==> config.mk <==
export PLATFORM = sky130hd
export DESIGN_NAME = instr_decoder
export DESIGN_NICKNAME = d
export VERILOG_FILES = /design/src/x86_isa_pkg.sv /design/src/decode_pkg.sv /design/src/ea_decode.sv /design/src/opcode_decode.sv /design/src/instr_decoder.sv
export SDC_FILE = /design/constraint.sdc
export NUM_CORES = 1
export LEC_CHECK = 0
export BUFFER_PORTS_ARGS = -buffer_cell sky130_fd_sc_hd__buf_2
export CAP_MARGIN = 5
export CORE_ASPECT_RATIO = 1.4
export CORE_MARGIN = 2
export CORE_UTILIZATION = 50
export DETAILED_ROUTE_END_ITERATION = 12
export GPL_TIMING_DRIVEN = 1
export MAX_ROUTING_LAYER = met4
export PLACE_DENSITY = 0.82
export SYNTH_ARGS = -nofsm -noshare
export SYNTH_HDL_FRONTEND = slang
export SYNTH_SLANG_ARGS = --single-unit
export TNS_END_PERCENT = 50
==> constraint.sdc <==
create_clock -name clk -period 1.9 [get_ports clk]
set_input_delay 0.285 -clock clk [delete_from_list [all_inputs] [get_ports clk]]
set_output_delay 0.285 -clock clk [all_outputs]
set_load 0.05 [all_outputs]
==> src/x86_isa_pkg.sv <==
// ==============================
// Instruction-encoding package
//   Field widths, register and segment codes
//   Opcode byte views and opcode union
//   ModR/M byte layout
// ==============================

package x86_isa_pkg;

    localparam int REG_ID_W = 4;    // Register code, high bit marks segment/none
    localparam int SEG_ID_W = 2;
    localparam int FIELD_W  = 3;    // reg and rm fields
    localparam int MOD_W    = 2;

    typedef logic [REG_ID_W-1:0] reg_id_t;
    typedef logic [SEG_ID_W-1:0] seg_id_t;

    // Opcode with direction and width bits
    typedef struct packed {
        logic [5:0] op;
        logic       d;              // Set when reg field is the destination
        logic       w;              // Set for word operands
    } opcode_alu_t;

    // Opcode carrying its own register, as in MOV R IMM and XCHG ACC
    typedef struct packed {
        logic [3:0]         op;
        logic               w;      // Part of the opcode for XCHG ACC
        logic [FIELD_W-1:0] reg_f;
    } opcode_short_t;

    typedef union packed {
        opcode_alu_t   alu;
        opcode_short_t short_form;
    } opcode_u;

    typedef struct packed {
        logic [MOD_W-1:0]   mod;
        logic [FIELD_W-1:0] reg_f;
        logic [FIELD_W-1:0] rm;
    } modrm_t;

    localparam logic [MOD_W-1:0]   MOD_REG   = 2'b11;   // Register operand
    localparam logic [FIELD_W-1:0] RM_DIRECT = 3'b110;  // Direct address with mod 0

    // Register codes used in effective-address generation
    localparam reg_id_t REG_BX   = 4'd3;
    localparam reg_id_t REG_BP   = 4'd5;
    localparam reg_id_t REG_SI   = 4'd6;
    localparam reg_id_t REG_DI   = 4'd7;
    localparam reg_id_t REG_NONE = 4'd12;   // Unused base or index

    localparam seg_id_t SEG_SS = 2'd2;
    localparam seg_id_t SEG_DS = 2'd3;

endpackage

==> src/decode_pkg.sv <==
// ==============================
// Decoder-result package
//   Effective-address record
//   Decoded instruction record
//   Displacement/immediate size codes
// ==============================

package decode_pkg;

    import x86_isa_pkg::*;

    // Registers and segment for the address calculation
    typedef struct packed {
        reg_id_t base;
        reg_id_t index;
        seg_id_t seg;
    } ea_t;

    // One decoded opcode/ModR/M pair
    typedef struct packed {
        logic    need_modrm;
        logic    need_disp;
        logic    disp_size;     // DISP_8 or DISP_16
        logic    need_imm;
        logic    imm_size;      // Same encoding as disp_size
        logic    word;          // Operand width, set for 16 bit
        reg_id_t src;
        reg_id_t dst;
        ea_t     ea;
    } decoded_t;

    // Size codes for displacement and immediate
    localparam logic DISP_8  = 1'b0;
    localparam logic DISP_16 = 1'b1;

endpackage

==> src/ea_decode.sv <==
// ==============================
// ModR/M address decoder
//   Base, index and default segment from rm/mod
//   Displacement need and size from mod
// ==============================

`timescale 1ns/10ps

module ea_decode
    import x86_isa_pkg::*, decode_pkg::*;
(
    input  modrm_t modrm,
    output ea_t    ea,
    output logic   disp_needed,
    output logic   disp_wide
);

    logic direct;

    // mod 0 with rm 6 replaces the BP form with a 16-bit address
    assign direct = (modrm.mod == 2'b00) && (modrm.rm == RM_DIRECT);

    assign disp_needed = direct || (modrm.mod == 2'b01) || (modrm.mod == 2'b10);
    assign disp_wide   = direct || (modrm.mod == 2'b10);   // mod 1 is 8 bit

    always_comb
    begin
        case (modrm.rm)
            3'd0:
            begin
                ea = '{base: REG_BX, index: REG_SI, seg: SEG_DS};
            end
            3'd1:
            begin
                ea = '{base: REG_BX, index: REG_DI, seg: SEG_DS};
            end
            3'd2:
            begin
                ea = '{base: REG_BP, index: REG_SI, seg: SEG_SS};  // BP implies stack
            end
            3'd3:
            begin
                ea = '{base: REG_BP, index: REG_DI, seg: SEG_SS};
            end
            3'd4:
            begin
                ea = '{base: REG_NONE, index: REG_SI, seg: SEG_DS};
            end
            3'd5:
            begin
                ea = '{base: REG_NONE, index: REG_DI, seg: SEG_DS};
            end
            3'd6:
            begin
                if (direct)
                    ea = '{base: REG_NONE, index: REG_NONE, seg: SEG_DS};
                else
                    ea = '{base: REG_BP, index: REG_NONE, seg: SEG_SS};
            end
            default: // rm 7
            begin
                ea = '{base: REG_BX, index: REG_NONE, seg: SEG_DS};
            end
        endcase
    end

endmodule

==> src/opcode_decode.sv <==
// ==============================
// Opcode class table
//   ModR/M, displacement and immediate needs
//   Source/destination register codes
//   Operand width bit
// ==============================

`timescale 1ns/10ps

module opcode_decode
    import x86_isa_pkg::*, decode_pkg::*;
(
    input  opcode_u  opcode,
    input  modrm_t   modrm,
    input  ea_t      ea,
    input  logic     disp_needed,
    input  logic     disp_wide,
    output decoded_t dec
);

    logic [FIELD_W-1:0] dstm;
    logic [FIELD_W-1:0] srcm;
    logic               mod_reg;
    logic               word_from_bit3;

    // D selects which ModR/M field is written
    assign dstm = opcode.alu.d ? modrm.reg_f : modrm.rm;
    assign srcm = opcode.alu.d ? modrm.rm : modrm.reg_f;

    assign mod_reg = (modrm.mod == MOD_REG);

    // MOV R IMM and 1000_11xx keep their width in bit 3
    assign word_from_bit3 = (opcode.short_form.op == 4'b1011) ||
                            (opcode.alu.op == 6'b100011);

    always_comb
    begin
        dec      = '0;      // Unlisted classes decode to nothing
        dec.ea   = ea;
        dec.word = word_from_bit3 ? opcode.short_form.w : opcode.alu.w;

        casez (opcode)
            8'b00??_?0??,   // ADD/OR/ADC/SBB/AND/SUB/XOR/CMP R/M R
            8'b1000_010?,   // TEST R/M R
            8'b1000_011?:   // XCHG R/M R
            begin
                dec.need_modrm = 1'b1;
                dec.need_disp  = disp_needed;
                dec.disp_size  = disp_wide;
                dec.dst        = {1'b0, dstm};
                dec.src        = {1'b0, srcm};
            end

            8'b00??_?10?,   // ALU ACC IMM
            8'b1010_100?:   // TEST ACC IMM
            begin
                dec.need_imm = 1'b1;
                dec.imm_size = opcode.alu.w ? DISP_16 : DISP_8;
            end

            8'b0111_????: // Short conditional branch
            begin
                dec.need_disp = 1'b1;
                dec.disp_size = DISP_8;
            end

            8'b1000_00??: // Group 1 R/M IMM
            begin
                dec.need_modrm = 1'b1;
                dec.need_disp  = disp_needed;
                dec.disp_size  = disp_wide;
                dec.need_imm   = 1'b1;
                // 83 sign-extends an 8-bit immediate
                dec.imm_size   = (!opcode[1] && opcode[0]) ? DISP_16 : DISP_8;
                dec.dst        = {1'b0, modrm.rm};
            end

            8'b1000_10??: // MOV R/M R
            begin
                dec.need_modrm = 1'b1;
                dec.need_disp  = mod_reg ? 1'b0 : disp_needed;
                dec.disp_size  = mod_reg ? DISP_8 : disp_wide;
                dec.dst        = {1'b0, dstm};
                dec.src        = {1'b0, srcm};
            end

            8'b1000_11?0: // MOV R/M SREG and back
            begin
                dec.need_modrm = 1'b1;
                dec.need_disp  = mod_reg ? 1'b0 : disp_needed;
                dec.disp_size  = mod_reg ? DISP_8 : disp_wide;
                dec.dst        = {opcode.alu.d, dstm};     // Segment side gets the high bit
                dec.src        = {~opcode.alu.d, srcm};
            end

            8'b1000_1101: // LEA, register form undefined
            begin
                dec.need_modrm = 1'b1;
                dec.need_disp  = disp_needed;
                dec.disp_size  = disp_wide;
                dec.dst        = {1'b0, dstm};
            end

            8'b1000_1111: // POP R/M
            begin
                dec.need_modrm = 1'b1;
                dec.need_disp  = disp_needed;
                dec.disp_size  = disp_wide;
                dec.dst        = {1'b0, modrm.rm};
            end

            8'b1001_0???: // XCHG ACC, 90 is NOP
            begin
                dec.src = {1'b0, opcode.short_form.reg_f};
            end

            8'b1001_1010: // CALL far, offset then segment
            begin
                dec.need_disp = 1'b1;
                dec.disp_size = DISP_16;
                dec.need_imm  = 1'b1;
                dec.imm_size  = DISP_16;
            end

            8'b1010_00??: // MOV M ACC
            begin
                dec.need_disp = 1'b1;
                dec.disp_size = DISP_16;   // Always a direct address
            end

            8'b1011_????: // MOV R IMM
            begin
                dec.need_imm = 1'b1;
                dec.imm_size = opcode.short_form.w ? DISP_16 : DISP_8;
                dec.dst      = {1'b0, opcode.short_form.reg_f};
            end

            8'b1100_000?: // Shift/rotate group by IMM8
            begin
                dec.need_modrm = 1'b1;
                dec.need_disp  = disp_needed;
                dec.disp_size  = disp_wide;
                dec.need_imm   = 1'b1;
                dec.imm_size   = DISP_8;
                dec.dst        = {1'b0, modrm.rm};
                dec.src        = {1'b0, modrm.rm};
            end

            8'b1100_0010: // RET with pop value
            begin
                dec.need_imm = 1'b1;
                dec.imm_size = DISP_16;
            end

            8'b1100_010?: // LES/LDS
            begin
                dec.need_modrm = 1'b1;
                dec.need_disp  = disp_needed;
                dec.disp_size  = disp_wide;
                dec.src        = {1'b0, srcm};
            end

            8'b1100_011?: // MOV R/M IMM
            begin
                dec.need_modrm = 1'b1;
                dec.need_disp  = disp_needed;
                dec.disp_size  = disp_wide;
                dec.need_imm   = 1'b1;
                dec.imm_size   = opcode.alu.w ? DISP_16 : DISP_8;
                dec.dst        = {1'b0, modrm.rm};
            end

            8'b1100_1000: // ENTER
            begin
                dec.need_imm = 1'b1;
                dec.imm_size = DISP_8;
            end

            default:
            begin
                dec.need_modrm = 1'b0;  // Record stays clear
            end
        endcase
    end

endmodule

==> src/instr_decoder.sv <==
// ==============================
// First-byte decode stage
//   Address and opcode decoders
//   Registered decoded record
// ==============================

`timescale 1ns/10ps

module instr_decoder
    import x86_isa_pkg::*, decode_pkg::*;
(
    input  logic     clk,
    input  logic     reset,
    input  logic     insn_valid,
    input  opcode_u  opcode,
    input  modrm_t   modrm,
    output logic     dec_valid,
    output decoded_t dec
);

    ea_t      ea;
    logic     disp_needed;
    logic     disp_wide;
    decoded_t dec_next;

    ea_decode i_ea
    (
        .modrm       (modrm),
        .ea          (ea),
        .disp_needed (disp_needed),
        .disp_wide   (disp_wide)
    );

    opcode_decode i_opcode
    (
        .opcode      (opcode),
        .modrm       (modrm),
        .ea          (ea),
        .disp_needed (disp_needed),
        .disp_wide   (disp_wide),
        .dec         (dec_next)
    );

    // One-cycle stage, no stall path
    always_ff @(posedge clk)
    begin
        if (reset)
        begin
            dec_valid <= 1'b0;
            dec       <= '0;
        end
        else
        begin
            dec_valid <= insn_valid;
            if (insn_valid)
                dec <= dec_next;    // Hold last record between strobes
        end
    end

endmodule

# After elaboration in Yosys (flattened, before gate mapping)
# Cells that the tools add are included.
dict set report word_totals {
  register_bits 25
  inputBits 19
  out_inout_bits 25
  wordCells 77
}
dict set report classes {
  n_eq_ne 29
  muxes 15
  bitwise 1
  reduce_logical 20
}
# operator n
set op_table {}
lappend op_table {{one-hot mux 10 bit (7 select lines)} 1}
lappend op_table {{== test 7 bit (second input constant)} 7}
lappend op_table {{== test 8 bit (second input constant)} 5}
lappend op_table {{one-hot mux 4 bit (4 select lines)} 2}
lappend op_table {{== test 6 bit (second input constant)} 4}
lappend op_table {{OR reduction 11 bit} 1}
lappend op_table {{two-way mux 10 bit} 1}
lappend op_table {{one-hot mux 2 bit (5 select lines)} 1}
lappend op_table {{OR reduction 5 bit} 2}
lappend op_table {{== test 3 bit (second input constant)} 3}
lappend op_table {{OR reduction 9 bit} 1}
lappend op_table {{one-hot mux 2 bit (4 select lines)} 1}
lappend op_table {{OR reduction 2 bit} 4}
lappend op_table {{two-way mux 1 bit} 7}
lappend op_table {{== test 3 x 2 -> 1 bit (second input constant)} 2}
lappend op_table {{zero test 3 bit} 2}
lappend op_table {{two-way mux 3 bit} 2}
lappend op_table {{== test 5 bit (second input constant)} 1}
lappend op_table {{== test 2 bit (second input constant)} 2}
lappend op_table {{== test 4 x 2 -> 1 bit (second input constant)} 1}
lappend op_table {{== test 4 x 3 -> 1 bit (second input constant)} 1}
lappend op_table {{== test 4 bit (second input constant)} 1}
lappend op_table {{logical OR 1 bit} 4}
lappend op_table {{OR reduction 4 bit} 1}
lappend op_table {{other kinds (7)} 8}

# Longest topological paths before layout
dict set report depth {
  depth_word 6
  ltp_mapped 7
  ltp_nobuf 5
}

# By module
# Synthesis repeated with hierarchy kept, for this count alone.
dict set report hier_totals {
  cells_unflattened 230
  area_unflattened_um2 1861.8
}
# mod instances cells_per_inst area_each_um2 seq_area_each_um2
set modules_own_cells {}
lappend modules_own_cells {instr_decoder 1 80 902.1 500.5}
lappend modules_own_cells {opcode_decode 1 132 828.3 0.0}
lappend modules_own_cells {ea_decode 1 18 131.4 0.0}

# Least setup slack after synthesis
# Ideal clock, no wire load.
dict set report synth_timing {
  path_kind {input to register}
  from {input port opcode[4] in the netlist's numbering}
  to {register dec[21] in the netlist's numbering}
  setup_time_ps 73
  t_arrival_ps 1450
  required_time_ps 1827
  path_slack_ps 377
  path_stages 6
  n_path_buf 1
  cell_sequence {buf_2 -> nor3b_4 -> nand2b_2 -> o22a_1 -> o311a_1 -> nor3_2}
}
dict set report synth_between {
  elab_chain_len 3
  word_cells_on_any_way 17
  classes_between {13 x eq/ne; 1 x mux; 3 x reduce/logical}
}
# element line_no
set synth_rtl {}
lappend synth_rtl {{start, declared} instr_decoder.sv:15} ;# input opcode_u opcode,
lappend synth_rtl {{== test 8 bit (tied with other cells)} opcode_decode.sv:42} ;# casez (opcode)
lappend synth_rtl {{OR reduction 9 bit (no line) / OR reduction 2 bit (equally long branches)} n/a}
lappend synth_rtl {{one-hot mux 2 bit (4 select lines) (*)} opcode_decode.sv:42}
lappend synth_rtl {{end signal, assigned} instr_decoder.sv:56} ;# dec <= dec_next;
lappend synth_rtl {{end, declared} instr_decoder.sv:18} ;# output decoded_t dec
# Every way passes the cells marked *; elsewhere a longest branch is shown, timed or not.
# A chain may end at the register's enable or synchronous reset.

# Worst setup path in the final report
dict set report layout_timing {
  from {input port opcode[6] in the netlist's numbering}
  to {register dec[12] in the netlist's numbering}
}
dict set report layout_between {
  elab_chain_len 3
  word_cells_on_any_way 14
  classes_between {10 x eq/ne; 1 x mux; 3 x reduce/logical}
}
# element line_no
set layout_rtl {}
lappend layout_rtl {{== test 8 bit (tied with other cells)} opcode_decode.sv:42}
lappend layout_rtl {{OR reduction 5 bit (no line) / OR reduction 4 bit (equally long branches)} n/a}
lappend layout_rtl {{one-hot mux 4 bit (4 select lines) (*)} opcode_decode.sv:42}
# Marked as above.

==> results_dict.tcl <==
set metrics [dict create \
    synthTopCellsByArea "sky130_fd_sc_hd__dfxtp_1, sky130_fd_sc_hd__nor2_1, sky130_fd_sc_hd__nand2_1" \
    cts.clk_slew.worst_paths_ps 130 \
    fp.dieW_microns 49.2 \
    vias 1471 \
    synth_sequential_area_ratio_pct 33.6 \
    synth_warnings 0 \
    die_area_sq_um 3310 \
    ir_worst_vdd_mv 0.396 \
    antenna_found_initial 0 \
    fin_skew_ps 0 \
    synthDominantCellAreaShare_pct 33.6 \
    routed_wirelength_microns 3480 \
    critPathRequiredTime_ps 2140 \
    power_density_nw_per_um2 676 \
    gpl.final_weighted_congestion 0.881 \
    number_of_distinct_library_cell_variants_in_the_gate_level_netlist_after_synthesis 48 \
    final_core_util_pct 61.5 \
    critPathCaptureType "flop" \
    detail-route-antenna-nets 0 \
    worst_setup_path_endpoint "dec[12]" \
    area_grow_syn2layout_pct 15.0 \
    slew_headroom_pct 63.7 \
    clock_tree_from_tritoncts "built" \
    routed_via_density 5.88 \
    crit_path_start_kind "primary input" \
    synth_edf_count 0 \
    core_sq_um 2670 \
    final.fill_count 265 \
    postCtsHoldBufs 0 \
    cts-root-to-sink-buffers 2 \
    fin_setup_tns_ps 0 \
    min_period_ps 1470 \
    port_buffers 43 \
    ctsRootBufferMaster "sky130_fd_sc_hd__clkbuf_4" \
    leakage_nw 0.707 \
    std_cell_rows 22 \
    crit_path_max_fanout 17 \
    ratio_of_cells_with_drive_above_1_in_the_final_layout_pct 27.6 \
    crit_type "in2reg" \
    pre_cts_ws_ps 141 \
    htreeDepth 1 \
    netlist_instances 186 \
    synthesis.nets 205 \
    worst-r2r-setup-slack_ps 1090 \
    firstDrtPassIters 4 \
    post-dp-hpwl_microns 2550 \
    timing.final.crit_share_pct 77.2 \
    initial_core_util_pct 53.5 \
    synth.largest_area_cell "sky130_fd_sc_hd__dfxtp_1" \
    detail_route.wl_per_cell_microns 13.9 \
    post_dp_cell_area_sq_um 1610 \
    status "completed" \
    grt_use_total_pct 22.7 \
    netlist_top_cells_count "sky130_fd_sc_hd__nor2_1, sky130_fd_sc_hd__dfxtp_1, sky130_fd_sc_hd__nand2_1, sky130_fd_sc_hd__o21ai_0, sky130_fd_sc_hd__a21oi_1" \
    synth.ff_latch_count 24 \
    cts-buffers-inserted 3 \
    gr-total-overflow 0 \
    reg2reg_depth 3 \
    grt_first_pass_wirelength_microns 5800 \
    via_count_of_the_first_global_routing_pass 1188 \
    setup_repair_after_global_routing_missed_its_margin "false" \
    drcViolationCount 0 \
    grt_max_degree 27 \
    crit_arrival_ps 1710 \
    syn_area_per_cell_sq_um 7.68 \
    crit-reg2reg-launch "dec[22]" \
    most_common_cell_in_the_netlist "sky130_fd_sc_hd__nor2_1" \
    clock_latency_ps 300 \
    yosys_most_used_dff "sky130_fd_sc_hd__dfxtp_1" \
    antenna-diode-count 0 \
    report.final.hold_viol_count 0 \
    setup.worst_path.start "opcode[6]" \
    clkSinkCount 24 \
    synth_area_sq_um 1430 \
    floorplan.io_pins 44 \
    maxSlewViolCount 0 \
    final_nets 234 \
    setup_viol 0 \
    setup_ws_ps 433 \
    cts_resized 0 \
    cts_post_setup_buffers_inserted 0 \
    achievable-frequency_ghz 0.681 \
    reg_to_reg_critical_path_endpoint "dec[22]" \
    drv.max_cap_violation_count 0 \
    worst_hold_path_type "in2reg" \
    timing_worst_slew_pin_value_ps 540 \
    final_area_sq_um 1640 \
    asyncSetResetFlopFracSynth_pct 0 \
    drt_first_iter_violations 56 \
    die_h_microns 67.3 \
]
==> through the flow <==
stage	power [mW]	hold WS (ps)	std cells
global route	1.17	315	250
detailed placement	0.864	444	246
CTS	1.12	317	250
global placement	0.860	437	246
floorplan	0.796	371	186
finish	1.11	322	250
==> routing by layer <==
layer  global-route usage (%)  routed length (microns)  up-vias
met3                     1.33                      184        4
met4                     6.43                       42        0
met2                     38.0                     1690       62
met1                     29.7                     1560      668
met5                        -                        0        -
li1                         -                        -      737
==> layout by cell type, fill, tap and decap left out, drive strengths merged, types with 2 or more instances in the layout <==
cell    count
nand2      18
o211a       3
a221oi      3
nand4b      2
nor3        8
a22oi       2
o211ai      2
nand3       9
a211oi      5
dfxtp      24
nor2b       2
nor2       25
buf        45
a21oi      11
a221o       3
nor3b       3
nand4       2
clkbuf      4
inv         3
a31oi       2
o21ai      13
nand2b      3
mux2        2
or2         2
==> area by class of cell <==
class | instances | area [sq um] | area share (%)
flip-flops and latches | 24 | 480 | 29.2
multi-input cells | 138 | 840 | 51.1
inverters | 3 | 11.3 | 0.685
well taps | 36 | 45.0 | 2.74
repair buffers | 45 | 230 | 14.0
clock buffers | 4 | 36.3 | 2.21
==> logic make-up (layout without fill, tap and decap cells) <==
kind of cell           after synthesis  after routing  synth area share (%)
and+or+nand+nor                     81             81                  30.3
AOI/OAI and AO/OA                   55             55                  26.9
DFF                                 24             24                  33.6
buffers and inverters               24             52                  7.62
muxes                                2              2                  1.58
==> registers in the layout, indices dropped and copies added, names as in the netlist <==
register	flops
dec	23
dec_valid	1
==> worst min path at each step <==
stage	startpoint	endpoint	slack, ps	cells past startpoint
after global placement	dec[11]	dec[11]	440	2
after CTS	modrm[7]	dec[22]	320	4
after detailed placement	dec[11]	dec[11]	440	2
after floorplan	reset	dec_valid	370	1
final	modrm[7]	dec[22]	320	4
after global routing	modrm[1]	dec[0]	320	2
==> critical path, stage by stage <==
cell and delay [ps]:
sky130_fd_sc_hd__buf_2 190, sky130_fd_sc_hd__nor4b_4 480, sky130_fd_sc_hd__a21oi_1 130, sky130_fd_sc_hd__o221ai_1 300
sky130_fd_sc_hd__a221oi_1 150, sky130_fd_sc_hd__o21ai_0 170
==> where the power goes <==
group / switching [mW] / leakage [nW] / internal [mW] / total (mW)
clock network: 0.141 / 0.0210 / 0.117 / 0.258
registers: 0.0121 / 0.198 / 0.529 / 0.542
logic: 0.222 / 0.488 / 0.0902 / 0.312
(Power assumes the default switching activity.)
